===== src/rtl/exu_settings.svh =====
`ifndef EXU_SETTINGS_SVH
`define EXU_SETTINGS_SVH

// data and address width
`define EXU_XLEN 64

// general register file
`define EXU_REG_COUNT 32
`define EXU_REG_BITS 5

`endif


===== src/rtl/exu_pkg.sv =====
`default_nettype none

`include "exu_settings.svh"

package exu_pkg;

    // control decodes by ranges, keep each group contiguous
    typedef enum logic [5:0] {
        OP_ADD, OP_SUB, OP_SLL, OP_SLT, OP_SLTU, OP_XOR, OP_SRL, OP_SRA, OP_OR, OP_AND,
        OP_ADDI, OP_SLTI, OP_SLTIU, OP_XORI, OP_ORI, OP_ANDI, OP_SLLI, OP_SRLI, OP_SRAI,
        OP_ADDW, OP_SUBW, OP_SLLW, OP_SRLW, OP_SRAW,
        OP_ADDIW, OP_SLLIW, OP_SRLIW, OP_SRAIW,
        OP_LUI, OP_AUIPC, OP_JAL, OP_JALR,
        OP_BEQ, OP_BNE, OP_BLT, OP_BGE, OP_BLTU, OP_BGEU,
        OP_LB, OP_LH, OP_LW, OP_LD, OP_LBU, OP_LHU, OP_LWU,
        OP_SB, OP_SH, OP_SW, OP_SD
    } exu_op_e;

    typedef enum logic [3:0] {
        ADD, SUB, SLT, SLTU, AND, OR, XOR, SLL, SRL, SRA, SLLW, SRLW, SRAW
    } alu_mode_e;

    // imm already selected by decode, shamt for shift-immediates
    typedef struct packed {
        exu_op_e                  op;
        logic [`EXU_REG_BITS-1:0] rd;
        logic [`EXU_REG_BITS-1:0] rs1;
        logic [`EXU_REG_BITS-1:0] rs2;
        logic [`EXU_XLEN-1:0]     imm;
        logic [`EXU_XLEN-1:0]     pc;
    } issue_t;

    typedef struct packed {
        logic                     wen;
        logic [`EXU_REG_BITS-1:0] rd;
        logic [`EXU_XLEN-1:0]     wdata;
        logic [`EXU_XLEN-1:0]     dnpc;
    } commit_t;

    typedef struct packed {
        logic                 we;
        logic [`EXU_XLEN-1:0] adr;
        logic [`EXU_XLEN-1:0] dat_w;
        logic [7:0]           sel;
    } mem_req_t;

    typedef struct packed {
        logic [`EXU_XLEN-1:0] dat_r;
        logic                 ack;
    } wb_rsp_t;

endpackage

`default_nettype wire


===== src/rtl/exu_next_pc.sv =====
`timescale 1ns/1ns
`default_nettype none

`include "exu_settings.svh"

module exu_next_pc
    import exu_pkg::*;
(
    input  exu_op_e              op,
    input  logic [`EXU_XLEN-1:0] pc,
    input  logic [`EXU_XLEN-1:0] imm,
    input  logic [`EXU_XLEN-1:0] src1,
    input  logic [`EXU_XLEN-1:0] src2,
    input  logic [`EXU_XLEN-1:0] alu_y,
    output logic [`EXU_XLEN-1:0] dnpc
);

    logic eq;
    logic lt;
    logic ltu;
    logic taken;

    assign eq  = (src1 == src2);
    assign lt  = ($signed(src1) < $signed(src2));
    assign ltu = (src1 < src2);

    always_comb begin
        case (op)
            OP_BEQ:  taken = eq;
            OP_BNE:  taken = !eq;
            OP_BLT:  taken = lt;
            OP_BGE:  taken = !lt;
            OP_BLTU: taken = ltu;
            OP_BGEU: taken = !ltu;
            default: taken = 1'b0;
        endcase
    end

    // jumps take the ALU sum, JALR drops bit 0
    always_comb begin
        if (op == OP_JAL) begin
            dnpc = alu_y;
        end else if (op == OP_JALR) begin
            dnpc = {alu_y[`EXU_XLEN-1:1], 1'b0};
        end else if (taken) begin
            dnpc = pc + imm;
        end else begin
            dnpc = pc + `EXU_XLEN'(4);
        end
    end

endmodule

`default_nettype wire


===== config.mk =====
export PLATFORM = sky130hd
export DESIGN_NAME = exu_next_pc
export DESIGN_NICKNAME = d
export VERILOG_FILES = /design/src/rtl/exu_pkg.sv /design/src/rtl/exu_next_pc.sv
export VERILOG_INCLUDE_DIRS = /design/src /design/src/rtl
export SDC_FILE = /design/constraint.sdc
export NUM_CORES = 1
export LEC_CHECK = 0
export BUFFER_PORTS_ARGS = -buffer_cell sky130_fd_sc_hd__clkbuf_2
export CAP_MARGIN = 15
export CORE_AREA = 3 3 151 153
export DETAILED_ROUTE_END_ITERATION = 12
export DIE_AREA = 0 0 154 156
export PLACE_DENSITY = 0.65
export SYNTH_ARGS = -nofsm -noshare
export SYNTH_HDL_FRONTEND = slang
export SYNTH_SLANG_ARGS = --single-unit

===== constraint.sdc =====
create_clock -name vclk -period 7
set_input_delay 1.75 -clock vclk [all_inputs]
set_output_delay 1.75 -clock vclk [all_outputs]
set_load 0.03 [all_outputs]

## After elaboration in Yosys (flattened, before gate mapping)

Cells that the tools add are included.

| storage, ports and cells | value |
|---|---|
| bits in registers | 0 |
| output and inout bits | 64 |

| operators by class | value |
|---|---|
| order comparisons | 2 |
| muxes and demuxes | 4 |
| $add $sub $neg | 2 |
| eq/ne operators | 9 |
| reductions and logical operators | 3 |

Operators with widths:

| cell | number |
|---|---|
| 2-to-1 mux 64 bit | 3 |
| less-than comparator 64 bit | 2 |
| adder 64 x 3 -> 64 bit (second input constant) | 1 |
| adder 64 bit | 1 |
| equality test 64 bit | 1 |
| equality test 6 bit (second input constant) | 6 |
| equality test 6 x 5 -> 1 bit (second input constant) | 2 |
| one-hot mux 1 bit (6 select lines) | 1 |
| zero test 1 bit | 3 |

## Depth between registers and ports, before layout

| depth | value |
|---|---|
| depth in word-level cells | 6 |
| gate-level depth with buffers | 14 |
| gate-level depth less buffers | 14 |

## Worst setup path before layout

Ideal clock, no wire load.

| timing path | value |
|---|---|
| path kind | input to output |
| start point | input port pc[0] |
| end point | output port dnpc[62] |
| required time | 5.250 ns |
| arrival | 5.062 ns |
| cell stages on the path | 14 |
| path slack | 0.188 ns |
| buffers on the path | 0 |
| cell sequence | ha_1 > inv_1 > fa_1 > nand2b_1 > a21o_1 > a211o_1 > a31oi_1 > a21oi_1 > o31ai_1 > and3_1 > o21ai_1 > o31ai_1 > xnor2_1 > o21ai_0 |

| between the ends | value |
|---|---|
| cells in the longest elaborated chain, start to end | 4 |
| elaborated cells between the ends (all ways) | 5 |
| those cells by class | add/sub (2); mux (3) |

Ends and longest elaborated chain:

| what | line | RTL |
|---|---|---|
| from (decl) | exu_next_pc.sv:10 | `` input logic [`EXU_XLEN-1:0] pc, `` |
| adder 64 x 3 -> 64 bit or adder 64 bit (tied branches) | exu_next_pc.sv:48, exu_next_pc.sv:46 |  |
| 2-to-1 mux 64 bit (*) | exu_next_pc.sv:45 | `end else if (taken) begin` |
| 2-to-1 mux 64 bit (*) | exu_next_pc.sv:43 | `end else if (op == OP_JALR) begin` |
| 2-to-1 mux 64 bit (*) | exu_next_pc.sv:41 | `if (op == OP_JAL) begin` |
| to (decl) | exu_next_pc.sv:15 | `` output logic [`EXU_XLEN-1:0] dnpc `` |

Every way passes the cells marked *; elsewhere a longest branch is shown, timed or not.

## Worst setup path in the final report

| timing path | value |
|---|---|
| start point | input port src2[63] |
| end point | output port dnpc[59] |

| between the ends | value |
|---|---|
| cells in the longest elaborated chain, start to end | 6 |
| elaborated cells between the ends (all ways) | 10 |
| those cells by class | order compare (2); eq/ne (1); mux (4); reduce/logical (3) |

Ends and longest elaborated chain:

| what | line | RTL |
|---|---|---|
| from (decl) | exu_next_pc.sv:13 | `` input logic [`EXU_XLEN-1:0] src2, `` |
| less-than comparator 64 bit (tied with other cells) | exu_next_pc.sv:25 | `assign ltu = (src1 < src2);` |
| zero test 1 bit, on equally long branches | exu_next_pc.sv:34, exu_next_pc.sv:30, exu_next_pc.sv:32 |  |
| one-hot mux 1 bit (6 select lines) (*) | exu_next_pc.sv:28 | `case (op)` |
| 2-to-1 mux 64 bit (*) | exu_next_pc.sv:45 |  |
| 2-to-1 mux 64 bit (*) | exu_next_pc.sv:43 |  |
| 2-to-1 mux 64 bit (*) | exu_next_pc.sv:41 |  |

Marked as above.

==> impl_metrics.xml <==
<?xml version="1.0" encoding="UTF-8"?>
<metrics>
  <group name="hold_path">
    <metric name="hold_path_class" unit="">input pin to output pin</metric>
    <metric name="min_path_cells" unit="">4</metric>
  </group>
  <group name="setup_path">
    <metric name="path_buf_inv" unit="">6</metric>
    <metric name="critPathCaptureType" unit="">output pin</metric>
    <metric name="cpLargestDelayFamily" unit="">simple AND/OR/NAND/NOR gates</metric>
    <metric name="cp_cell_sequence" unit="">clkbuf_2, inv_1, ha_1, nand4_1, or4_4, nor4_4, mux2_1, a221o_1, nand2_1, nor4b_4, clkbuf_16, inv_1, buf_4, nor2_1, a311oi_1, buf_2</metric>
    <metric name="crit_cells" unit="">16</metric>
    <metric name="critical_path.most_common_cell" unit="">inv_1</metric>
    <metric name="critical_path_arrival" unit="ns">5.14</metric>
    <metric name="cp_max_fo" unit="">24</metric>
    <metric name="worstSetupStartpointType" unit="">input pin</metric>
    <metric name="crit_type" unit="">input pin to output pin</metric>
    <metric name="required_worst_endpoint" unit="ns">5.25</metric>
    <metric name="crit_path_max_incr_delay" unit="ns">0.56</metric>
    <metric name="slowest_cell_on_the_critical_path" unit="">or4_4</metric>
  </group>
  <group name="synth">
    <metric name="synth.area.top_cells" unit="">ha_1 (21%), a21oi_1 (11%), xnor2_1 (7.5%), nand2_1 (6.3%), xor2_1 (6.0%)</metric>
    <metric name="netlist_top_cells_count" unit="">a21oi_1 (172), ha_1 (128), nand2_1 (128), nor2_1 (108), inv_1 (86)</metric>
    <metric name="synth_top_area_share" unit="%">21.0</metric>
    <metric name="synth.avg_cell_area" unit="sq um">6.36</metric>
    <metric name="syn-instance-count" unit="">1199</metric>
    <metric name="ys_warn_count" unit="">0</metric>
    <metric name="synth.lib_cells_used.distinct" unit="">60</metric>
    <metric name="synth_seq_area_share" unit="%">0</metric>
    <metric name="netlist_area" unit="sq mm">0.00762</metric>
    <metric name="synth.largest_area_cell" unit="">ha_1</metric>
    <metric name="most_frequent_cell_after_synthesis" unit="">a21oi_1</metric>
    <metric name="postSynthNetCount" unit="">1654</metric>
  </group>
  <group name="placement">
    <metric name="placedCellCount" unit="">1864</metric>
    <metric name="port-buffer-count" unit="">390</metric>
    <metric name="placement.setup.worst_slack" unit="ns">-0.0467</metric>
    <metric name="gp_congestion" unit="">0.943</metric>
    <metric name="dp_hpwl" unit="um">27300</metric>
  </group>
  <group name="sta">
    <metric name="report.final.setup_viol" unit="">0</metric>
    <metric name="setup_ws" unit="ns">0.115</metric>
    <metric name="fmax" unit="MHz">145</metric>
    <metric name="timing.final.max_slew_violations" unit="">0</metric>
    <metric name="timing.setup.tns" unit="ns">0</metric>
    <metric name="finalHoldViolCount" unit="">0</metric>
    <metric name="period_share" unit="%">98.4</metric>
    <metric name="final.min_clock_period" unit="ns">6.89</metric>
    <metric name="timing.max_slew.rel_slack" unit="%">65.9</metric>
    <metric name="tightestPinTransition" unit="ns">0.506</metric>
  </group>
  <group name="power">
    <metric name="p_sw_share" unit="%">58.7</metric>
    <metric name="p_leak" unit="nW">5.33</metric>
    <metric name="vdd_ir_drop_max" unit="mV">0.0346</metric>
    <metric name="clockPowerShare" unit="%">0</metric>
    <metric name="cellPowerDensity" unit="mW/mm^2">78.9</metric>
    <metric name="fin_total_pwr" unit="uW">805</metric>
    <metric name="logic_pwr_share" unit="%">100.0</metric>
    <metric name="netSwitchingPower" unit="uW">472</metric>
    <metric name="p_seq_share" unit="%">0</metric>
    <metric name="power_report.internal_total" unit="uW">333</metric>
  </group>
  <group name="floorplan">
    <metric name="initial_utilization" unit="%">35.2</metric>
    <metric name="die_area" unit="sq mm">0.0240</metric>
    <metric name="chipHeight" unit="um">156</metric>
    <metric name="boundaryPins" unit="">390</metric>
    <metric name="floorplan.rows" unit="">54</metric>
    <metric name="floorplan.core_area" unit="sq mm">0.0217</metric>
    <metric name="die-width" unit="um">154</metric>
  </group>
  <group name="global_route">
    <metric name="grt_first_pass_wirelength" unit="um">48200</metric>
    <metric name="grt_max_degree" unit="">87</metric>
    <metric name="gr-usage-all-layers" unit="%">23.7</metric>
    <metric name="first_global_vias" unit="">9473</metric>
    <metric name="antenna_violations_before_repair" unit="">2</metric>
    <metric name="global_route_total_overflow" unit="">0</metric>
  </group>
  <group name="detailed_routing">
    <metric name="first_iteration_detailed_routing_drc_count" unit="">600</metric>
    <metric name="number_of_nets_with_antenna_violations_after_routing" unit="">0</metric>
    <metric name="vias" unit="">10100</metric>
    <metric name="vias_per_cell" unit="">5.40</metric>
    <metric name="finalWirelength" unit="um">31500</metric>
    <metric name="drt-pass1-iter-count" unit="">5</metric>
    <metric name="route.detailed.drc" unit="">0</metric>
    <metric name="detail_route.wl_per_cell" unit="um">16.9</metric>
  </group>
  <group name="job">
    <metric name="max_cap_violations" unit="">0</metric>
  </group>
  <group name="layout">
    <metric name="syn2layout_area_growth" unit="%">33.8</metric>
    <metric name="nets" unit="">2043</metric>
    <metric name="layout-drive-gt1-share" unit="%">29.1</metric>
    <metric name="design.seq.count" unit="">0</metric>
    <metric name="final.clkbuf_count" unit="">0</metric>
    <metric name="final_cells" unit="">1867</metric>
    <metric name="sequential_cell_area" unit="sq um">0</metric>
  </group>
  <group name="clocking">
    <metric name="post_cts_hold_buffer_count" unit="">0</metric>
  </group>
  <group name="status">
    <metric name="run_status" unit="">complete, no violations</metric>
  </group>
</metrics>
==> layout by cell type, fill, tap and decap left out, types with 5 or more instances in the layout <==
master / synthesis / layout
nand2b_1: 12 / 12
a31oi_1: 12 / 10
nor3_1: 12 / 11
a221oi_1: 5 / 5
a221o_1: 5 / 5
xor2_1: 52 / 52
a21oi_1: 172 / 170
or2_2: 6 / 6
nor2b_1: 8 / 8
inv_1: 86 / 86
o21bai_1: 7 / 7
o22ai_1: 8 / 8
nor2_1: 108 / 108
ha_1: 128 / 128
xnor2_1: 65 / 65
buf_4: 4 / 38
o21ai_1: 8 / 7
o211ai_1: 7 / 7
nand2_1: 128 / 128
or4_1: 7 / 6
nand4_1: 38 / 38
mux2i_1: 5 / 5
nor4_1: 6 / 5
a21o_1: 43 / 43
a211oi_1: 8 / 7
and3_1: 17 / 17
clkbuf_2: 0 / 389
and4_1: 9 / 9
o21ai_0: 75 / 74
nand3_1: 54 / 53
o21a_1: 8 / 8
==> final cells by class <==
class,instances,area (sq um)
Fill cell,2345,11500
Timing Repair Buffer,433,2320
Tap cell,280,350
Antenna cell,1,2.50
Multi-Input combinational cell,1067,7200
Inverter,86,323
==> routing by layer <==
metal	global-route usage [%]	vias up	share of wire (%)
li1	-	5125	-
met1	32.6	4551	45
met2	41.6	369	48
met3	1.64	34	5.5
met4	3.74	2	1.7
met5	0	-	0.041
==> metrics by stage <==
step	cell area, sq um	hold WS, ns	utilization (%)
2_1_floorplan	7620	3.71	-
3_3_place_gp	10100	3.85	46.4
3_5_place_dp	10100	3.86	46.4
4_1_cts	10100	3.86	46.5
5_1_grt	10200	3.89	47.0
6_report	10200	3.85	47.0
==> repair_timing <==
item / CTS / global route
gates cloned: 0 / 1
buffers inserted: 0 / 1
setup endpoints to repair: 3 / 46
pin swaps: 0 / 2
resized for setup: 2 / 21
==> path summary, 6_finish.rpt <==
| path | slack [ns] | from | end |
|---|---|---|---|
| max | 0.11 | src2[63] | dnpc[59] |
| min | 3.85 | alu_y[22] | dnpc[22] |
==> kinds of logic after synthesis <==
group	count (synthesis)	share of synthesized area, %
adder cells (fa/ha/maj)	129	21.3
AND/OR/NAND/NOR	420	26.5
AO/OA/AOI/OAI	395	31.1
XOR/XNOR	117	13.4
multiplexers	6	0.804
buffers and inverters	132	6.89
==> worst min-delay path, delay by kind of cell <==
family                 cells  cell delay [ns]
AOI/OAI and AO/OA          1             0.05
and+or+nand+nor            1             0.04
buffers and inverters      2             0.26
==> power groups by stage <==
stage | registers, mW | logic [mW] | clock network (mW)
floorplan | 0 | 0.499 | 0
global placement | 0 | 0.780 | 0
detailed placement | 0 | 0.785 | 0
CTS | 0 | 0.792 | 0
global route | 0 | 0.889 | 0.0000000191
finish | 0 | 0.805 | 0.0000000191
No activity file was read; power rests on OpenSTA's default activity.
