**src/rtl/exu_settings.svh**
```systemverilog
`ifndef EXU_SETTINGS_SVH
`define EXU_SETTINGS_SVH

// data and address width
`define EXU_XLEN 64

// general register file
`define EXU_REG_COUNT 32
`define EXU_REG_BITS 5

`endif

```
**src/rtl/exu_pkg.sv**
```systemverilog
`default_nettype none

`include "exu_settings.svh"

package exu_pkg;

    // control decodes by ranges, keep each group contiguous
    typedef enum logic [5:0] {
        OP_ADD, OP_SUB, OP_SLL, OP_SLT, OP_SLTU, OP_XOR, OP_SRL, OP_SRA, OP_OR, OP_AND,
        OP_ADDI, OP_SLTI, OP_SLTIU, OP_XORI, OP_ORI, OP_ANDI, OP_SLLI, OP_SRLI, OP_SRAI,
        OP_ADDW, OP_SUBW, OP_SLLW, OP_SRLW, OP_SRAW,
        OP_ADDIW, OP_SLLIW, OP_SRLIW, OP_SRAIW,
        OP_LUI, OP_AUIPC, OP_JAL, OP_JALR,
        OP_BEQ, OP_BNE, OP_BLT, OP_BGE, OP_BLTU, OP_BGEU,
        OP_LB, OP_LH, OP_LW, OP_LD, OP_LBU, OP_LHU, OP_LWU,
        OP_SB, OP_SH, OP_SW, OP_SD
    } exu_op_e;

    typedef enum logic [3:0] {
        ADD, SUB, SLT, SLTU, AND, OR, XOR, SLL, SRL, SRA, SLLW, SRLW, SRAW
    } alu_mode_e;

    // imm already selected by decode, shamt for shift-immediates
    typedef struct packed {
        exu_op_e                  op;
        logic [`EXU_REG_BITS-1:0] rd;
        logic [`EXU_REG_BITS-1:0] rs1;
        logic [`EXU_REG_BITS-1:0] rs2;
        logic [`EXU_XLEN-1:0]     imm;
        logic [`EXU_XLEN-1:0]     pc;
    } issue_t;

    typedef struct packed {
        logic                     wen;
        logic [`EXU_REG_BITS-1:0] rd;
        logic [`EXU_XLEN-1:0]     wdata;
        logic [`EXU_XLEN-1:0]     dnpc;
    } commit_t;

    typedef struct packed {
        logic                 we;
        logic [`EXU_XLEN-1:0] adr;
        logic [`EXU_XLEN-1:0] dat_w;
        logic [7:0]           sel;
    } mem_req_t;

    typedef struct packed {
        logic [`EXU_XLEN-1:0] dat_r;
        logic                 ack;
    } wb_rsp_t;

endpackage

`default_nettype wire

```
**src/rtl/exu_alu.sv**
```systemverilog
`timescale 1ns/1ns
`default_nettype none

`include "exu_settings.svh"

module exu_alu
    import exu_pkg::*;
(
    input  alu_mode_e            mode,
    input  logic [`EXU_XLEN-1:0] a,
    input  logic [`EXU_XLEN-1:0] b,
    output logic [`EXU_XLEN-1:0] y
);

    logic [$clog2(`EXU_XLEN)-1:0] shamt;
    logic [4:0]                   shamt_w;

    assign shamt   = b[$clog2(`EXU_XLEN)-1:0];
    assign shamt_w = b[4:0];

    always_comb begin
        case (mode)
            ADD:  y = a + b;
            SUB:  y = a - b;
            SLT:  y = `EXU_XLEN'($signed(a) < $signed(b));
            SLTU: y = `EXU_XLEN'(a < b);
            AND:  y = a & b;
            OR:   y = a | b;
            XOR:  y = a ^ b;
            SLL:  y = a << shamt;
            SRL:  y = a >> shamt;
            SRA:  y = $signed(a) >>> shamt;
            // word shifts, upper half left zero for control to extend
            SLLW: y = {32'b0, a[31:0] << shamt_w};
            SRLW: y = {32'b0, a[31:0] >> shamt_w};
            SRAW: y = {32'b0, $signed(a[31:0]) >>> shamt_w};
            default: y = a + b;
        endcase
    end

endmodule

`default_nettype wire

```
**config.mk**
```make
export PLATFORM = sky130hd
export DESIGN_NAME = exu_alu
export DESIGN_NICKNAME = d
export VERILOG_FILES = /design/src/rtl/exu_pkg.sv /design/src/rtl/exu_alu.sv
export VERILOG_INCLUDE_DIRS = /design/src /design/src/rtl
export SDC_FILE = /design/constraint.sdc
export NUM_CORES = 1
export LEC_CHECK = 0
export BUFFER_PORTS_ARGS = -buffer_cell sky130_fd_sc_hd__buf_2
export CELL_PAD_IN_SITES_DETAIL_PLACEMENT = 1
export CELL_PAD_IN_SITES_GLOBAL_PLACEMENT = 2
export CORE_ASPECT_RATIO = 0.5
export CORE_MARGIN = 5
export CORE_UTILIZATION = 36
export DETAILED_ROUTE_END_ITERATION = 6
export PLACE_DENSITY_LB_ADDON = 0.15
export SLEW_MARGIN = 20
export SYNTH_ARGS = -nofsm -noshare
export SYNTH_HDL_FRONTEND = slang
export SYNTH_SLANG_ARGS = --single-unit
```
**constraint.sdc**
```tcl
create_clock -name vclk -period 6.4
set_clock_uncertainty 0.2 [all_clocks]
set_input_delay 0.64 -clock vclk [all_inputs]
set_output_delay 0.64 -clock vclk [all_outputs]
set_load 0.03 [all_outputs]
```
Word-level counts from Yosys, hierarchy flattened
Index checks and enable logic that the tools add are counted.
Widths: inputs -> output; s select.
Word-level totals
  bits in registers: 0
  input port bits: 132
Cells by class
  add/subtract/negate cells: 2
  order comparisons: 2
  eq/ne operators: 12
  shift-type cells: 6
  mux-type cells: 1
  bitwise logic cells: 3
Operators by type and width (count)
  $pmux 64 s12: 1
  $lt 64x64->1: 2
  $add 64x64->64: 1
  $and 64x64->64: 1
  $or 64x64->64: 1
  $shl 64x6->64: 1
  $shr 64x6->64: 1
  $sshr 64x6->64: 1
  $sub 64x64->64: 1
  $xor 64x64->64: 1
  $shl 32x5->32: 1
  $shr 32x5->32: 1
  $sshr 32x5->32: 1
  $eq 4x4->1 const B: 5
  $eq 4x3->1 const B: 4
  $eq 4x2->1 const B: 2
  $eq 4x1->1 const B: 1

Longest topological paths before layout
Gate-level depths: netlist (run 1).
  depth in word-level cells: 2
  gate-level depth with buffers: 19
  mapped depth without buffers: 13

Worst setup path after synthesis (run 1)
OpenSTA, ideal clock, no wires.
  path kind: input-to-output
  start point: input port b[4]
  end point: output port y[43]
  arrival: 4.957 ns
  path slack: 0.603 ns
  cell stages on the path: 18
  path buffers: 6
  cell sequence: buf_2 > inv_1 > buf_2 > buf_1 > buf_1 > clkbuf_1 > ha_1 > buf_2 > inv_1 > a221o_1 > o21a_1 > nor4_4 > a2111oi_4 > nor3b_1 > o211ai_2 > a32oi_1 > nor2_1 > a221oi_1
On the way
  cells in the longest elaborated chain, start to end: 2
Ends and longest elaborated chain
  from (decl): line exu_alu.sv:11  | input logic [`EXU_XLEN-1:0] b,
  $add 64x64->64 (tied with other cells): line exu_alu.sv:23, exu_alu.sv:37
  $pmux 64 s12 (*): line exu_alu.sv:22  | case (mode)
  to (decl): line exu_alu.sv:12  | output logic [`EXU_XLEN-1:0] y
Every way passes the cells marked *; elsewhere a longest branch is shown, timed or not.

Worst setup path in the final report (run 1)
  start point: input port a[31]
  end point: output port y[63]
On the way
  cells in the longest elaborated chain, start to end: 2
Ends and longest elaborated chain
  from (decl): line exu_alu.sv:10  | input logic [`EXU_XLEN-1:0] a,
  $add 64x64->64 (tied with other cells): line exu_alu.sv:23, exu_alu.sv:37
  $pmux 64 s12 (*): line exu_alu.sv:22
Marks and branches as above.

==> impl_metrics.sql, run 1 <==
INSERT INTO impl_metrics (metric_group, metric, value, unit) VALUES
('run_status', 'status', 'finished with violations', ''),
('run_status', 'failed_checks', 'design-rule violations', ''),
('yosys', 'yosysWarningCount', '0', ''),
('routing', 'route.antenna.remaining_nets', '0', ''),
('sta', 'relSlewSlack', '12.4', '%'),
('setup_path', 'cp.arrival', '5050', 'ps'),
('setup_path', 'cpLargestDelayFamily', 'compound AO/OA/AOI/OAI gates', ''),
('yosys', 'synth_top_cells_by_area', 'ha_1 (11%), mux4_2 (11%), nor2_1 (8.0%)', ''),
('global_routing', 'grt_first_pass_wirelength', '227', 'mm'),
('final_layout', 'seq_cell_count', '0', ''),
('floorplan', 'initial_utilization', '36.2', '%'),
('setup_path', 'critPathSlowestCell', 'a221oi_1', ''),
('sta', 'timing.hold.ws', '1760', 'ps'),
('sta', 'finalSetupTns', '0', 'ps'),
('routing', 'num_vias', '30200', ''),
('routing', 'drt-vias-per-instance', '7.49', ''),
('setup_path', 'setup.worst_path.class', 'primary input to primary output', ''),
('setup_path', 'critical_path_required', '5560', 'ps'),
('routing', 'wl', '167', 'mm'),
('setup_path', 'cp_max_fo', '18', ''),
('setup_path', 'cpPeakStageDelay', '940', 'ps'),
('floorplan', 'core', '0.0590', 'mm2'),
('final_layout', 'n_clock_buffer', '0', ''),
('global_routing', 'first_global_vias', '28000', ''),
('sta', 'slew_viol_final', '0', ''),
('setup_path', 'critical_path_cell_sequence', 'buf_2, inv_1, ha_1, and3_1, a221oi_1, o221ai_1, a311oi_1, o31ai_1, a221oi_1, a31oi_1, nor4b_2, nor2_1, buf_2', ''),
('global_routing', 'grt_remaining_overflow', '0', ''),
('global_routing', 'grt_start_max_net_pins', '163', ''),
('yosys', 'yosysTopAreaCellShare', '11.3', '%'),
('cts', 'post_cts_resize_count', '0', ''),
('sta', 'finalCriticalPeriod', '5890', 'ps'),
('global_routing', 'gr-usage-all-layers', '48.8', '%'),
('global_routing', 'number_of_antenna_violations_at_the_first_check_in_global_routing', '30', ''),
('final_layout', 'num-nets-final', '3579', ''),
('placed_design', 'dp_hpwl', '136', 'mm'),
('sta', 'timing.fmax', '170', 'MHz'),
('cts', 'cts_setup_buffers', '0', ''),
('setup_path', 'worstSetupPathDepth', '13', ''),
('floorplan', 'overall_die_width', '354', 'um'),
('yosys', 'synth_cells', '3159', ''),
('routing', 'routed_wire_length_per_instance', '41.4', 'um'),
('sta', 'timing.final.crit_share', '92.0', '%'),
('setup_path', 'cp.buffers_inverters', '3', ''),
('sta', 'setup_viol', '0', ''),
('sta', 'timing.final.hold_violations', '0', ''),
('yosys', 'count_of_distinct_cell_types_in_the_synthesized_netlist', '103', ''),
('placed_design', 'port_buffers', '196', ''),
('floorplan', 'placementRows', '63', ''),
('setup_path', 'worst_setup_path_end_kind', 'primary output', ''),
('final_layout', 'ff_latch_area', '0', 'um2'),
('final_layout', 'synthToLayoutAreaGrowth', '9.82', '%'),
('hold_path', 'worstHoldPathType', 'primary input to primary output', ''),
('run', 'max_cap_violations', '0', ''),
('yosys', 'syn_area_per_cell', '6.76', 'um2'),
('routing', 'dr.pass1.iters', '7', ''),
('yosys', 'synth_area', '0.0213', 'mm2'),
('floorplan', 'dieArea', '0.0646', 'mm2'),
('floorplan', 'num_io_pins', '196', ''),
('yosys', 'post_synthesis_sequential_area_ratio', '0', '%'),
('setup_path', 'cp-start-kind', 'primary input', ''),
('final_layout', 'layout-drive-gt1-share', '17.5', '%'),
('placed_design', 'globalplace.congestion', '1.12', ''),
('cts', 'ctsHoldBuffers', '0', ''),
('yosys', 'syn_nets', '3486', ''),
('sta', 'worst_max_slew_pin_slew', '1300', 'ps'),
('final_layout', 'final_core_utilization', '39.8', '%'),
('routing', 'drc_errors', '8', ''),
('floorplan', 'die_height', '182', 'um'),
('final_layout', 'layout.cells.most_common', 'nor2_1', ''),
('sta', 'rsz0062_at_grt', 'false', ''),
('hold_path', 'worst_hold_path.num_cells', '5', ''),
('routing', 'first_iter_violations', '5186', ''),
('yosys', 'yosys.area.top_type', 'ha_1', ''),
('final_layout', 'most-common-layout-cells', 'nor2_1 (451), a21oi_1 (338), nand2_1 (234)', '');
==> tightest hold or removal path, cell delays in order <==
cell     delay, ps
buf_2          120
inv_1           80
ha_1           180
o41ai_1        120
buf_2          180
==> per-stage QoR <==
step / instance area [um2] / setup WS (ps) / cells
6_report: 23400 / 513 / 4037
5_1_grt: 23400 / 339 / 4032
4_1_cts: 23400 / 744 / 4030
3_5_place_dp: 23400 / 742 / 4030
3_3_place_gp: 23400 / 739 / 4030
2_1_floorplan: 21300 / 603 / 3159
==> routing by layer <==
| metal | global-route usage, % | vias to the layer above | routed length [um] | share of wire [%] |
|---|---|---|---|---|
| li1 | - | 12100 | - | - |
| met4 | 10.1 | 24 | 4750 | 2.8 |
| met5 | 1.19 | - | 293 | 0.18 |
| met1 | 67.3 | 15200 | 69200 | 41 |
| met3 | 31.5 | 332 | 32700 | 20 |
| met2 | 62.5 | 2519 | 60200 | 36 |
==> final cells by class <==
cell class / count / area [um2]
well taps: 780 / 976
multi-input cells: 2696 / 19400
inverters: 204 / 768
diodes: 7 / 17.5
fillers: 7613 / 35500
repair buffers: 350 / 2250
==> Yosys cell counts (20+ instances only) <==
master / count
o31ai_1: 27
o22ai_1: 110
nor4_1: 20
o211ai_1: 35
a21oi_1: 338
a221o_1: 33
mux2_2: 49
o221ai_1: 35
nand2_1: 235
clkbuf_1: 143
nor2_1: 453
a211oi_1: 63
buf_1: 39
ha_1: 193
mux2i_1: 162
nor3_1: 59
nor2b_1: 26
o21ai_0: 193
nand2b_1: 21
mux4_2: 101
a22oi_1: 22
nand4_1: 32
a21o_1: 45
inv_1: 199
o21bai_1: 48
buf_2: 50
a31oi_1: 20
nand3_1: 48
a221oi_1: 45
and3_1: 20
==> cells by family (layout without fill, tap and decap cells) <==
kind of cell | count (synthesis) | after routing | synth area share (%)
AOI/OAI and AO/OA | 1183 | 1183 | 36.8
and+or+nand+nor | 995 | 995 | 20.9
buffers and inverters | 463 | 554 | 9.27
muxes | 318 | 318 | 21.3
adders and majority gates | 195 | 195 | 11.5
xor gates and xnor gates | 5 | 5 | 0.205
other | 0 | 7 | 0
==> final timing paths <==
path              start  endpoint  slack [ps]
setup / recovery  a[31]     y[63]         510
hold / removal    b[63]      y[0]        1760
==> run 2, diff against run 1 <==
--- a/config.mk
+++ b/config.mk
@@ -6,12 +6,13 @@
 export SDC_FILE = /design/constraint.sdc
 export NUM_CORES = 1
 export LEC_CHECK = 0
+export ABC_AREA = 1
 export BUFFER_PORTS_ARGS = -buffer_cell sky130_fd_sc_hd__buf_2
 export CELL_PAD_IN_SITES_DETAIL_PLACEMENT = 1
 export CELL_PAD_IN_SITES_GLOBAL_PLACEMENT = 2
-export CORE_ASPECT_RATIO = 0.5
+export CORE_ASPECT_RATIO = 0.9
 export CORE_MARGIN = 5
-export CORE_UTILIZATION = 36
+export CORE_UTILIZATION = 31
 export DETAILED_ROUTE_END_ITERATION = 6
 export PLACE_DENSITY_LB_ADDON = 0.15
 export SLEW_MARGIN = 20
==> run 2 against run 1 <==
The flow now finishes without violations. Worst hold slack better by 160 ps. Setup slack better by 750 ps. Die area up 35%. Sequential cell count unchanged. Count of clock-buffer cells in the layout unchanged. Critical path depth down 5. First-iteration DRC count down 0.42%. Sequential share of layout area unchanged. Critical path type unchanged. Highest routed layer unchanged.
==> impl_metrics.sql, run 2 <==
INSERT INTO impl_metrics (metric_group, metric, value, unit) VALUES
('sta', 'setup_viol', '0', ''),
('final_layout', 'num-nets-final', '5639', ''),
('sta', 'timing.final.crit_share', '80.2', '%'),
('placed_design', 'port_buffers', '196', ''),
('final_layout', 'n_clock_buffer', '0', ''),
('sta', 'timing.fmax', '195', 'MHz'),
('setup_path', 'cp.arrival', '4290', 'ps'),
('floorplan', 'num_io_pins', '196', ''),
('floorplan', 'overall_die_width', '310', 'um'),
('routing', 'num_vias', '37200', ''),
('setup_path', 'setup.worst_path.class', 'primary input to primary output', ''),
('yosys', 'post_synth_most_frequent_cells', 'nand2_1 (1,851), nand3_1 (1,096), inv_1 (755)', ''),
('yosys', 'syn_area_per_cell', '4.73', 'um2'),
('routing', 'first_iter_violations', '5164', ''),
('routing', 'drc_errors', '0', ''),
('setup_path', 'critical_path.most_common_cell', 'buf_2', ''),
('global_routing', 'gr-usage-all-layers', '41.2', '%'),
('sta', 'relSlewSlack', '23.2', '%'),
('setup_path', 'worst_setup_path_end_kind', 'primary output', ''),
('final_layout', 'synthToLayoutAreaGrowth', '5.77', '%'),
('final_layout', 'most-common-layout-cells', 'nand2_1 (1,851), nand3_1 (1,096), inv_1 (753)', ''),
('yosys', 'count_of_distinct_cell_types_in_the_synthesized_netlist', '47', ''),
('yosys', 'synth.most_common_cell', 'nand2_1', ''),
('placed_design', 'globalplace.congestion', '1.08', ''),
('setup_path', 'crit_start', 'mode[3]', ''),
('setup_path', 'cpPeakStageDelay', '1100', 'ps'),
('final_layout', 'seq_cell_count', '0', ''),
('cts', 'ctsHoldBuffers', '0', ''),
('yosys', 'yosysWarningCount', '0', ''),
('floorplan', 'placementRows', '99', ''),
('sta', 'slew_viol_final', '0', ''),
('cts', 'cts_setup_buffers', '0', ''),
('yosys', 'synth_area', '0.0251', 'mm2'),
('routing', 'wl', '188', 'mm'),
('sta', 'worst_max_slew_pin_slew', '1140', 'ps'),
('yosys', 'synth_cells', '5316', ''),
('sta', 'finalCriticalPeriod', '5130', 'ps'),
('setup_path', 'cp_max_fo', '38', ''),
('hold_path', 'worstHoldPathType', 'primary input to primary output', ''),
('floorplan', 'initial_utilization', '31.1', '%'),
('yosys', 'post_synthesis_sequential_area_ratio', '0', '%'),
('final_layout', 'layout.cells.most_common', 'nand2_1', ''),
('setup_path', 'critical_path_cell_sequence', 'buf_2, nand2_1, inv_1, o21ai_2, inv_2, o21ai_0, nand3_1, buf_2', ''),
('floorplan', 'die_height', '280', 'um'),
('global_routing', 'grt_start_max_net_pins', '145', ''),
('global_routing', 'grt_remaining_overflow', '0', ''),
('sta', 'timing.final.hold_violations', '0', ''),
('yosys', 'syn_nets', '5643', ''),
('floorplan', 'dieArea', '0.0869', 'mm2'),
('yosys', 'yosys.area.top_type', 'nand2_1', ''),
('placed_design', 'dp_hpwl', '160', 'mm'),
('run', 'max_cap_violations', '0', ''),
('hold_path', 'hold_path.startpoint', 'b[23]', ''),
('floorplan', 'core', '0.0808', 'mm2'),
('sta', 'finalSetupTns', '0', 'ps'),
('routing', 'drt-vias-per-instance', '5.83', ''),
('run_status', 'status', 'finished, final reports clean', ''),
('global_routing', 'grt_first_pass_wirelength', '259', 'mm'),
('sta', 'rsz0062_at_grt', 'false', ''),
('yosys', 'yosysTopAreaCellShare', '27.7', '%'),
('global_routing', 'number_of_antenna_violations_at_the_first_check_in_global_routing', '5', ''),
('setup_path', 'critical_path_required', '5560', 'ps'),
('setup_path', 'critPathSlowestCell', 'o21ai_0', ''),
('routing', 'routed_wire_length_per_instance', '29.6', 'um'),
('global_routing', 'first_global_vias', '34600', ''),
('routing', 'route.antenna.remaining_nets', '0', ''),
('final_layout', 'ff_latch_area', '0', 'um2'),
('setup_path', 'cp-start-kind', 'primary input', ''),
('yosys', 'synth_top_cells_by_area', 'nand2_1 (28%), nand3_1 (22%), inv_1 (11%)', ''),
('routing', 'dr.pass1.iters', '6', ''),
('cts', 'post_cts_resize_count', '0', ''),
('final_layout', 'layout-drive-gt1-share', '6.85', '%');
-- run 2: changes by cell type after synthesis, sizes merged, moves of 103 or more --
cell and delta:
inv +567, mux2i -162, a21oi -130, clkbuf -106, nand2 +1669, mux4 -103
nand3 +1066
-- run 2: final cells by class --
class                           count  area (um2)
Fill cell                       11900       54200
Multi-Input combinational cell   4298       20900
Inverter                          766        2890
Timing Repair Buffer              246        1470
Tap cell                         1060        1330
Antenna cell                        4        10.0
-- run 2: logic make-up after synthesis --
family / count (synthesis) / share of synthesized area (%)
AND/OR/NAND/NOR: 3626 / 62.6
buffers and inverters: 1018 / 16.9
AO/OA/AOI/OAI: 459 / 10.1
adder cells (fa/ha/maj): 195 / 9.77
XOR/XNOR: 18 / 0.627
-- run 2: metal layers --
metal	vias up	part of all wire, %	GRT usage, %
li1	17000	-	-
met1	17900	44	59.5
met2	1970	40	59.8
met3	250	9.8	7.29
met4	6	5.6	17.7
met5	-	0.020	0
-- run 2: final timing paths --
| check | end | slack [ps] | cells after the start |
|---|---|---|---|
| worst max-delay path | y[0] | 1270 | 8 |
| worst min-delay path | y[23] | 1910 | 7 |
-- run 2: metrics by stage --
stage	hold WS (ps)	utilization [%]	cell area (um2)	setup WS [ps]	std cells
after floorplan	1510	-	25100	2390	5316
after global placement	1910	32.9	26600	1520	6370
after detailed placement	1910	32.9	26600	1580	6370
after CTS	1930	32.9	26600	1580	6370
after global routing	1930	32.9	26600	1300	6370
final	1910	32.9	26600	1270	6374
-- run 2: critical path, delay by kind of cell --
| kind | cells | cell delay [ps] |
|---|---|---|
| buf+inv | 4 | 1190 |
| simple gates | 2 | 760 |
| compound gates | 2 | 1610 |
