File: src/rtl/exu_settings.svh
`ifndef EXU_SETTINGS_SVH
`define EXU_SETTINGS_SVH

// data and address width
`define EXU_XLEN 64

// general register file
`define EXU_REG_COUNT 32
`define EXU_REG_BITS 5

`endif

File: src/rtl/exu_pkg.sv
`default_nettype none

`include "exu_settings.svh"

package exu_pkg;

    // control decodes by ranges, keep each group contiguous
    typedef enum logic [5:0] {
        OP_ADD, OP_SUB, OP_SLL, OP_SLT, OP_SLTU, OP_XOR, OP_SRL, OP_SRA, OP_OR, OP_AND,
        OP_ADDI, OP_SLTI, OP_SLTIU, OP_XORI, OP_ORI, OP_ANDI, OP_SLLI, OP_SRLI, OP_SRAI,
        OP_ADDW, OP_SUBW, OP_SLLW, OP_SRLW, OP_SRAW,
        OP_ADDIW, OP_SLLIW, OP_SRLIW, OP_SRAIW,
        OP_LUI, OP_AUIPC, OP_JAL, OP_JALR,
        OP_BEQ, OP_BNE, OP_BLT, OP_BGE, OP_BLTU, OP_BGEU,
        OP_LB, OP_LH, OP_LW, OP_LD, OP_LBU, OP_LHU, OP_LWU,
        OP_SB, OP_SH, OP_SW, OP_SD
    } exu_op_e;

    typedef enum logic [3:0] {
        ADD, SUB, SLT, SLTU, AND, OR, XOR, SLL, SRL, SRA, SLLW, SRLW, SRAW
    } alu_mode_e;

    // imm already selected by decode, shamt for shift-immediates
    typedef struct packed {
        exu_op_e                  op;
        logic [`EXU_REG_BITS-1:0] rd;
        logic [`EXU_REG_BITS-1:0] rs1;
        logic [`EXU_REG_BITS-1:0] rs2;
        logic [`EXU_XLEN-1:0]     imm;
        logic [`EXU_XLEN-1:0]     pc;
    } issue_t;

    typedef struct packed {
        logic                     wen;
        logic [`EXU_REG_BITS-1:0] rd;
        logic [`EXU_XLEN-1:0]     wdata;
        logic [`EXU_XLEN-1:0]     dnpc;
    } commit_t;

    typedef struct packed {
        logic                 we;
        logic [`EXU_XLEN-1:0] adr;
        logic [`EXU_XLEN-1:0] dat_w;
        logic [7:0]           sel;
    } mem_req_t;

    typedef struct packed {
        logic [`EXU_XLEN-1:0] dat_r;
        logic                 ack;
    } wb_rsp_t;

endpackage

`default_nettype wire

File: src/rtl/exu_lsu_align.sv
`timescale 1ns/1ns
`default_nettype none

`include "exu_settings.svh"

module exu_lsu_align
    import exu_pkg::*;
(
    input  exu_op_e              op,
    input  logic [`EXU_XLEN-1:0] adr,
    input  logic [`EXU_XLEN-1:0] store_src,
    input  logic [`EXU_XLEN-1:0] dat_r,
    output logic [`EXU_XLEN-1:0] dat_w,
    output logic [7:0]           sel,
    output logic [`EXU_XLEN-1:0] load_value
);

    logic [2:0]                   lane;
    logic [$clog2(`EXU_XLEN)-1:0] shift;
    logic [7:0]                   size_mask;
    logic [`EXU_XLEN-1:0]         store_data;
    logic [`EXU_XLEN-1:0]         lane_data;

    assign lane  = adr[2:0];
    // byte lane to bit offset
    assign shift = {lane, 3'b000};

    always_comb begin
        case (op)
            OP_SB, OP_LB, OP_LBU: begin
                size_mask  = 8'h01;
                store_data = `EXU_XLEN'(store_src[7:0]);
            end
            OP_SH, OP_LH, OP_LHU: begin
                size_mask  = 8'h03;
                store_data = `EXU_XLEN'(store_src[15:0]);
            end
            OP_SW, OP_LW, OP_LWU: begin
                size_mask  = 8'h0f;
                store_data = `EXU_XLEN'(store_src[31:0]);
            end
            default: begin
                size_mask  = 8'hff;
                store_data = store_src;
            end
        endcase
    end

    assign dat_w = store_data << shift;
    assign sel   = size_mask << lane;

    // load data moved down to bit 0 first
    assign lane_data = dat_r >> shift;

    always_comb begin
        case (op)
            OP_LB:   load_value = `EXU_XLEN'($signed(lane_data[7:0]));
            OP_LBU:  load_value = `EXU_XLEN'(lane_data[7:0]);
            OP_LH:   load_value = `EXU_XLEN'($signed(lane_data[15:0]));
            OP_LHU:  load_value = `EXU_XLEN'(lane_data[15:0]);
            OP_LW:   load_value = `EXU_XLEN'($signed(lane_data[31:0]));
            OP_LWU:  load_value = `EXU_XLEN'(lane_data[31:0]);
            default: load_value = dat_r;
        endcase
    end

endmodule

`default_nettype wire

File: config.mk
export PLATFORM = sky130hd
export DESIGN_NAME = exu_lsu_align
export DESIGN_NICKNAME = d
export VERILOG_FILES = /design/src/rtl/exu_pkg.sv /design/src/rtl/exu_lsu_align.sv
export VERILOG_INCLUDE_DIRS = /design/src /design/src/rtl
export SDC_FILE = /design/constraint.sdc
export NUM_CORES = 1
export LEC_CHECK = 0
export BUFFER_PORTS_ARGS = -buffer_cell sky130_fd_sc_hd__buf_4
export CAP_MARGIN = 20
export CORE_AREA = 2 2 129 131
export DETAILED_ROUTE_END_ITERATION = 10
export DIE_AREA = 0 0 131 133
export PLACE_DENSITY = 0.6
export SKIP_LAST_GASP = 1
export SLEW_MARGIN = 20
export SYNTH_ARGS = -nofsm -noshare
export SYNTH_HDL_FRONTEND = slang
export SYNTH_SLANG_ARGS = --single-unit
File: constraint.sdc
create_clock -name vclk -period 3.9
set_input_delay 0.78 -clock vclk [all_inputs]
set_output_delay 0.78 -clock vclk [all_outputs]
set_load 0.03 [all_outputs]
Word level (Yosys, flattened, before mapping)
Cells that the tools add are included.
{"block": "word_totals", "register_bits": 0, "input_bits": 198, "out_inout_bits": 136, "wordCells": 18}
{"block": "classes", "n_eq_ne": 9, "n_shift": 3, "mux": 3, "n_reduce_logical": 3}
{"op": "64-bit case mux with 6 select lines", "n": 1}
{"op": "64-bit case mux with 3 select lines", "n": 1}
{"op": "64-bit by 6-bit left shift with 64-bit output", "n": 1}
{"op": "64-bit by 6-bit right shift with 32-bit output", "n": 1}
{"op": "6-bit equality test, second input constant", "n": 9}
{"op": "8-bit case mux with 3 select lines", "n": 1}
{"op": "3-bit OR reduction", "n": 3}
{"op": "8-bit by 3-bit left shift with 8-bit output", "n": 1}

Depth between registers and ports, before layout
Gate-level depths: netlist of run 1.
{"block": "depth", "word_depth": 4, "depth_mapped": 9, "depth_no_buf": 5}

Worst setup path before layout of run 1
Ideal clock, no wire load.
{"block": "synth_path", "path_kind": "in2out", "startpoint": "in op[0]", "endpoint": "out load_value[7]", "arrival_time_ns": 2.529, "slack_ns": 0.591, "cell_stages": 7, "path_buffers": 3, "path_cell_list": "buf_2 > nor2_2 > a21oi_1 > a211o_1 > buf_2 > clkbuf_1 > o21ai_0"}
{"block": "synth_between", "elab_chain_len": 2, "word_cells_on_any_way": 7, "cone_classes": "6 x eq/ne; 1 x mux"}
{"element": "start, declared", "line_no": "exu_lsu_align.sv:9", "text": "input exu_op_e op,"}
{"element": "6-bit equality test", "line_no": "exu_lsu_align.sv:56", "text": "case (op)"}
{"element": "64-bit case mux with 6 select lines (*)", "line_no": "exu_lsu_align.sv:56"}
{"element": "end, declared", "line_no": "exu_lsu_align.sv:15", "text": "output logic [`EXU_XLEN-1:0] load_value"}
Mark *: on every way between the ends. The rest lies on a longest branch, timed or not.

Final worst setup path of run 1
{"block": "layout_path", "startpoint": "in op[5]", "endpoint": "out dat_w[41]"}
{"block": "layout_between", "elab_chain_len": 4, "word_cells_on_any_way": 14, "cone_classes": "9 x eq/ne; 1 x shift; 1 x mux; 3 x reduce/logical"}
{"element": "6-bit equality test", "line_no": "exu_lsu_align.sv:29", "text": "case (op)"}
{"element": "3-bit OR reduction", "line_no": "exu_lsu_align.sv:29"}
{"element": "64-bit case mux with 3 select lines (*)", "line_no": "exu_lsu_align.sv:29"}
{"element": "64-bit by 6-bit left shift with 64-bit output (*)", "line_no": "exu_lsu_align.sv:49", "text": "assign dat_w = store_data << shift;"}
{"element": "end, declared", "line_no": "exu_lsu_align.sv:13", "text": "output logic [`EXU_XLEN-1:0] dat_w,"}
Marked as above.

==> results of run 1 <==
-- metal layers --
| metal | part of all wire (%) | GRT usage (%) | vias up | wire, µm |
|---|---|---|---|---|
| met2 | 44 | 40.5 | 376 | 10900 |
| li1 | - | - | 3212 | - |
| met3 | 9.9 | 4.61 | 34 | 2430 |
| met4 | 2.0 | 4.49 | 0 | 500 |
| met5 | 0 | 0 | - | 0 |
| met1 | 44 | 39.1 | 3173 | 10800 |
-- synthesized netlist by cell type, types with 10 or more instances --
library cell,count
nand3_1,22
o22ai_1,15
a211o_1,10
o21ai_0,28
and3_1,10
and2_1,20
nor2_1,24
a32oi_1,11
buf_2,27
a22oi_1,31
nor2b_1,23
nand2_1,153
a211oi_1,19
a21oi_1,39
buf_4,16
a221o_1,14
or3_1,18
o211ai_1,14
mux2_2,12
clkbuf_1,24
nor3_1,20
mux2i_1,58
-- per-stage QoR --
step,area [µm²],cells
2_1_floorplan,4660,715
3_5_place_dp,6890,1176
6_report,6890,1176
5_1_grt,6890,1176
4_1_cts,6890,1176
3_3_place_gp,6890,1176
-- worst max-delay path, stage by stage --
cell and delay, ps:
buf_4 110, nor2b_1 110, buf_4 170, nor2_1 690
a221o_1 430, a211oi_1 110, a21oi_1 290, buf_4 230
-- layout make-up --
class / count / area (µm²)
Fill cell: 1798 / 9280
Multi-Input combinational cell: 635 / 4220
Timing Repair Buffer: 316 / 2380
Inverter: 5 / 18.8
Tap cell: 220 / 275
-- power breakdown --
part           internal, µW  leakage (µW)  switching, µW  total [µW]
combinational           442       0.00333            674        1120
sequential                0             0              0           0
clock                     0             0              0           0
total                   442       0.00333            674        1120
-- kinds of logic after synthesis --
kind of cell / Yosys count / synth area share, %
AND/OR/NAND/NOR: 325 / 35.3
AO/OA/AOI/OAI: 237 / 38.2
buffers and inverters: 80 / 9.62
multiplexers: 73 / 16.8
-- worst paths after layout --
check / startpoint / endpoint / slack (ps) / cells after the start
worst max-delay path: op[5] / dat_w[41] / 200 / 8
worst min-delay path: dat_r[52] / load_value[52] / 1890 / 4
-- cell usage in the layout (no fill, tap or decap), types with 3 or more instances in the layout --
| cell | Yosys | routed |
|---|---|---|
| buf_4 | 16 | 315 |
| nand2_1 | 153 | 153 |
| mux2i_1 | 58 | 58 |
| a21oi_1 | 39 | 39 |
| a22oi_1 | 31 | 31 |
| o21ai_0 | 28 | 28 |
| nor2_1 | 24 | 24 |
| nor2b_1 | 23 | 23 |
| nand3_1 | 22 | 22 |
| and2_1 | 20 | 20 |
| nor3_1 | 20 | 19 |
| a211oi_1 | 19 | 19 |
| or3_1 | 18 | 18 |
| o22ai_1 | 15 | 15 |
| o211ai_1 | 14 | 14 |
| a221o_1 | 14 | 14 |
| mux2_2 | 12 | 12 |
| a32oi_1 | 11 | 11 |
| and3_1 | 10 | 10 |
| a211o_1 | 10 | 9 |
| o2111ai_1 | 7 | 7 |
| a2111oi_0 | 7 | 7 |
| o22a_1 | 6 | 6 |
| inv_1 | 5 | 5 |
| nand2b_1 | 5 | 5 |
| nor3_4 | 4 | 4 |
| a211oi_2 | 4 | 4 |
| a221oi_1 | 4 | 4 |
| and3b_1 | 3 | 3 |
| mux4_2 | 3 | 3 |
| o221ai_1 | 3 | 3 |
| nor3b_1 | 3 | 3 |
==> flow_summary.ini, run 1 <==
[run_status]
status = completed

[grt]
globalRouteOverflowTotal = 0
grt_pass1_vias = 6179
grt_pass1_wl_mm = 36.6
grt_max_degree = 41
antenna_found_initial = 0
grt_use_total_pct = 26.5

[place]
place_ws_ps = 251
gp_congestion = 0.915
hpwl_mm = 19.2
port-buffer-count = 273

[drt]
via_per_inst = 5.78
ant_nets = 0
wl_mm = 24.6
first_pass_iters = 5
dr_total_vias = 6795
drc = 0
routedWlPerCell_um = 21.0
drt_iter0_markers = 704

[cells_and_area]
fin_nets = 1156
seqCellArea_um2 = 0
fin_util_pct = 42.6
n_clock_buffer = 0
area_delta_synth_final_pct = 48.0
drive_gt1_share_pct = 37.7
seq_cells = 0
antenna_cells = 0

[yosys]
synth_area_per_cell_um2 = 6.51
yosysUniqueCellTypes = 71
synth_top_area_share_pct = 12.5
yosysWarnings = 0
syn_inst = 715
syn_area_um2 = 4660
synth_nets = 913
yosysTopAreaCell = mux2i_1
seq_area_frac_synth_pct = 0
synth.area.top_cells = mux2i_1, nand2_1, a22oi_1

[sta]
final.period_utilization_pct = 95.0
setup_slack_ps = 196
hold_viol = 0
period_minus_slack_ps = 3700
holdWs_ps = 1890
maxSlewViolCount = 0
grt_setup_unrepaired = no
finalSetupViolCount = 0
tightest_slew_ps = 1020
setup-tns-final_ps = 0
fmax_mhz = 270
maxSlewHeadroom_pct = 31.7

[die]
initial_core_util_pct = 28.8
die_y_um = 133
core_um2 = 16200
dieArea_um2 = 17400
fp-row-count = 47
die_w_um = 131
pin_count = 334

[setup_path]
worstSetupEndpointType = output port
cp_max_fo = 8
cp.required_ps = 3120
critPathArrivalTime_ps = 2920
critPathKind = primary input to output port
worst_setup_path_start_kind = primary input

[clocking]
post-cts-setup-buffers = 0
hold_buffers = 0
cts_resized = 0

[power_and_ir_drop]
p_leak_uw = 0.00333
vdd_drop_max_mv = 0.0499
total_power_uw = 1120
powerDensity_nw_per_um2 = 162

[flow_run]
drv_cap = 0

[min_path]
min_path_type = primary input to output port
Power figures use the tool's default switching activity.
==> run 2: changes to the inputs <==
--- a/config.mk
+++ b/config.mk
@@ -8,10 +8,12 @@
 export LEC_CHECK = 0
 export BUFFER_PORTS_ARGS = -buffer_cell sky130_fd_sc_hd__buf_4
 export CAP_MARGIN = 20
-export CORE_AREA = 2 2 129 131
+export CELL_PAD_IN_SITES_DETAIL_PLACEMENT = 1
+export CELL_PAD_IN_SITES_GLOBAL_PLACEMENT = 2
+export CORE_MARGIN = 2
+export CORE_UTILIZATION = 22
 export DETAILED_ROUTE_END_ITERATION = 10
-export DIE_AREA = 0 0 131 133
-export PLACE_DENSITY = 0.6
+export PLACE_DENSITY = 0.89
 export SKIP_LAST_GASP = 1
 export SLEW_MARGIN = 20
 export SYNTH_ARGS = -nofsm -noshare
==> flow_summary.ini, run 2 (synthesized netlist as in run 1, its figures left out) <==
[die]
fp-row-count = 53
die_w_um = 149
core_um2 = 20900
dieArea_um2 = 22300
initial_core_util_pct = 22.3
pin_count = 334
die_y_um = 149

[setup_path]
cp_max_fo = 32
cp.depth = 7
critPathBufInv = 2
path_common_cell = buf_4
worstSetupEndpointType = output port
crit_path_top_delay_cell = o311a_4
worst_setup_path_start_kind = primary input
critPathKind = primary input to output port
slowest_delay_ps = 490
cp.required_ps = 3120
critPathArrivalTime_ps = 2860
crit_chain = buf_4, nand2b_1, o22ai_1, a21oi_1, o311a_4, nand2_1, buf_4
cp_top_family = compound AO/OA/AOI/OAI gates

[min_path]
min_path_type = primary input to output port
min_delay_path_depth = 3

[place]
hpwl_mm = 21.6
port-buffer-count = 273
gp_congestion = 0.899

[drt]
via_per_inst = 5.55
first_pass_iters = 5
drc = 0
drt_iter0_markers = 589
routedWlPerCell_um = 22.3
dr_total_vias = 6821
ant_nets = 0
wl_mm = 27.4

[power_and_ir_drop]
vdd_drop_max_mv = 0.0520
p_leak_uw = 0.00333
powerDensity_nw_per_um2 = 163

[grt]
grt_use_total_pct = 22.9
grt_pass1_wl_mm = 40.3
grt_pass1_vias = 6567
antenna_found_initial = 1
grt_max_degree = 49
globalRouteOverflowTotal = 0

[sta]
setup-tns-final_ps = 0
fmax_mhz = 275
maxSlewHeadroom_pct = 44.8
final.period_utilization_pct = 93.4
maxSlewViolCount = 0
period_minus_slack_ps = 3640
hold_viol = 0
holdWs_ps = 1900
tightest_slew_ps = 825
finalSetupViolCount = 0
grt_setup_unrepaired = no

[clocking]
post-cts-setup-buffers = 0
cts_resized = 0
hold_buffers = 0

[cells_and_area]
n_fill_cell = 2673
n_clock_buffer = 0
seqCellArea_um2 = 0
final_cell_mix = buf_4, nand2_1, mux2i_1
area_delta_synth_final_pct = 49.6
seq_cells = 0
antenna_cells = 0
drive_gt1_share_pct = 37.5
multi_input_area_um2 = 4220
fin_nets = 1153
layout_commonest_cell = buf_4

[run_status]
status = completed

[flow_run]
drv_cap = 0
==> run 2: cell types whose count changed in the layout (fill, tap and decap cells not counted) <==
cell,previous run,this run
buf_12,1,3
buf_4,315,310
==> run 2: final timing paths <==
| path | slack (ps) | to | startpoint |
|---|---|---|---|
| worst max-delay path | 260 | load_value[50] | adr[2] |
| worst min-delay path | 1900 | load_value[3] | dat_r[3] |
==> run 2: layer usage <==
| layer | track usage, % | routed length, µm |
|---|---|---|
| met1 | 32.4 | 12500 |
| met2 | 37.2 | 12600 |
| met3 | 2.71 | 1500 |
| met4 | 4.90 | 752 |
| met5 | 0 | 12 |
==> run 2: final cells by class <==
type                       instances  area share (%)
tap                              275            4.94
inverter                           5           0.269
timing repair buffer             313            34.3
multi-input combinational        635            60.5
==> run 2: power breakdown <==
part           switching, µW  total [µW]  internal, µW
registers                  0           0             0
logic                    692        1130           443
clock network              0           0             0
total                    692        1130           443
==> run 2: through the flow <==
stage | setup WS, ps | cells | total power, µW | util, % | cell area (µm²)
5_1_grt | 127 | 1228 | 1200 | 33.3 | 6970
2_1_floorplan | 591 | 715 | 654 | - | 4660
3_5_place_dp | 271 | 1228 | 1130 | 33.3 | 6970
3_3_place_gp | 368 | 1228 | 1120 | 33.3 | 6970
6_report | 259 | 1228 | 1130 | 33.3 | 6970
4_1_cts | 283 | 1228 | 1130 | 33.3 | 6970
==> run 3: changes to the inputs <==
--- a/config.mk
+++ b/config.mk
@@ -6,14 +6,15 @@
 export SDC_FILE = /design/constraint.sdc
 export NUM_CORES = 1
 export LEC_CHECK = 0
+export ABC_AREA = 1
 export BUFFER_PORTS_ARGS = -buffer_cell sky130_fd_sc_hd__buf_4
 export CAP_MARGIN = 20
 export CELL_PAD_IN_SITES_DETAIL_PLACEMENT = 1
 export CELL_PAD_IN_SITES_GLOBAL_PLACEMENT = 2
 export CORE_MARGIN = 2
-export CORE_UTILIZATION = 22
+export CORE_UTILIZATION = 19
 export DETAILED_ROUTE_END_ITERATION = 10
-export PLACE_DENSITY = 0.89
+export PLACE_DENSITY = 0.9
 export SKIP_LAST_GASP = 1
 export SLEW_MARGIN = 20
 export SYNTH_ARGS = -nofsm -noshare
==> flow_summary.ini, run 3 <==
[yosys]
synth.area.top_cells = nand2_1, nand3_1, o21ai_0
seq_area_frac_synth_pct = 0
synth_commonest_cells = nand2_1, nand3_1, o21ai_0
synth_top_area_share_pct = 26.5
syn_inst = 904
syn_area_um2 = 4380
synth_area_per_cell_um2 = 4.84
yosysTopAreaCell = nand2_1
yosysWarnings = 0
synth.most_common_cell = nand2_1
yosysUniqueCellTypes = 38
synth_nets = 1102

[setup_path]
critPathKind = primary input to output port
worst_setup_path_start_kind = primary input
cp.required_ps = 3120
critPathArrivalTime_ps = 2820
path_common_cell = buf_4
crit_chain = buf_4, nor2_4, inv_1, nor2_1, a21oi_1, o21ai_2, nand2_1, buf_4, o2111ai_1, buf_4
critPathBufInv = 4
cp_top_family = simple AND/OR/NAND/NOR gates
cp_max_fo = 19
worstSetupEndpointType = output port
slowest_delay_ps = 390
cp.depth = 10
crit_path_top_delay_cell = nor2_1

[min_path]
hp-start = dat_r[5]
hold_end = load_value[5]
min_delay_path_depth = 4
min_path_type = primary input to output port

[sta]
setup-tns-final_ps = 0
maxSlewHeadroom_pct = 46.9
finalSetupViolCount = 0
tightest_slew_ps = 788
holdWs_ps = 1910
fmax_mhz = 278
final.period_utilization_pct = 92.3
grt_setup_unrepaired = no
period_minus_slack_ps = 3600
maxSlewViolCount = 0
hold_viol = 0

[grt]
grt_pass1_vias = 7517
grt_use_total_pct = 22.9
globalRouteOverflowTotal = 0
antenna_found_initial = 1
grt_max_degree = 46
grt_pass1_wl_mm = 43.9

[place]
gp_congestion = 0.889
port-buffer-count = 273
hpwl_mm = 22.9

[cells_and_area]
seqCellArea_um2 = 0
fin_nets = 1340
n_clock_buffer = 0
final_cell_mix = nand2_1, buf_4, nand3_1
area_delta_synth_final_pct = 53.0
seq_cells = 0
fin_util_pct = 29.6
drive_gt1_share_pct = 29.5
antenna_cells = 0
n_fill_cell = 3081

[drt]
top_layer = met5
first_pass_iters = 5
dr_wl_met2_mm = 14.3
routedWlPerCell_um = 20.5
drt-met1-wl_mm = 11.8
dr_total_vias = 7555
via_per_inst = 5.30
route.met3.wl_mm = 2.31
wl_mm = 29.2
drt_iter0_markers = 418
drc = 0
ant_nets = 0

[clocking]
cts_resized = 0
hold_buffers = 0
post-cts-setup-buffers = 0

[die]
core_um2 = 22600
pin_count = 334
die_w_um = 156
fp-row-count = 55
die_y_um = 156
dieArea_um2 = 24300
initial_core_util_pct = 19.3

[power_and_ir_drop]
powerDensity_nw_per_um2 = 165
total_power_uw = 1100
p_leak_uw = 0.00363
vdd_drop_max_mv = 0.0534

[flow_run]
drv_cap = 0

[run_status]
status = completed
-- run 3: routing by layer --
layer	global-route usage [%]	vias up
met5	0	-
met4	5.59	2
met3	3.28	46
met2	41.2	348
met1	28.8	3588
li1	-	3571
-- run 3: area by class of cell --
cell class | instances | area (µm²) | share of cell area, %
well taps | 285 | 357 | 5.32
inverters | 83 | 312 | 4.65
repair buffers | 311 | 2370 | 35.4
multi-input cells | 746 | 3660 | 54.6
-- run 3: how the worst max path moves through the flow --
stage | start | end | slack, ps
CTS | adr[0] | load_value[26] | 270
finish | adr[0] | load_value[26] | 300
detailed placement | adr[0] | load_value[26] | 290
global route | adr[0] | load_value[1] | 110
global placement | adr[0] | load_value[25] | 360
floorplan | adr[1] | load_value[27] | 590
-- run 3: logic make-up after synthesis --
logic type             share of synthesized area, %
AND/OR/NAND/NOR                                51.0
AO/OA/AOI/OAI                                  32.5
buffers and inverters                          16.5
-- run 3: where the power goes --
group	internal (µW)	switching (µW)	leakage, µW
combinational	401	704	0.00363
sequential	0	0	0
clock	0	0	0
-- run 3: per-stage QoR --
| step | cells | worst slack [ps] | area (µm²) |
|---|---|---|---|
| 5_1_grt | 1425 | 105 | 6700 |
| 3_5_place_dp | 1425 | 289 | 6700 |
| 6_report | 1425 | 302 | 6700 |
| 4_1_cts | 1425 | 274 | 6700 |
| 3_3_place_gp | 1425 | 360 | 6700 |
| 2_1_floorplan | 904 | 587 | 4380 |
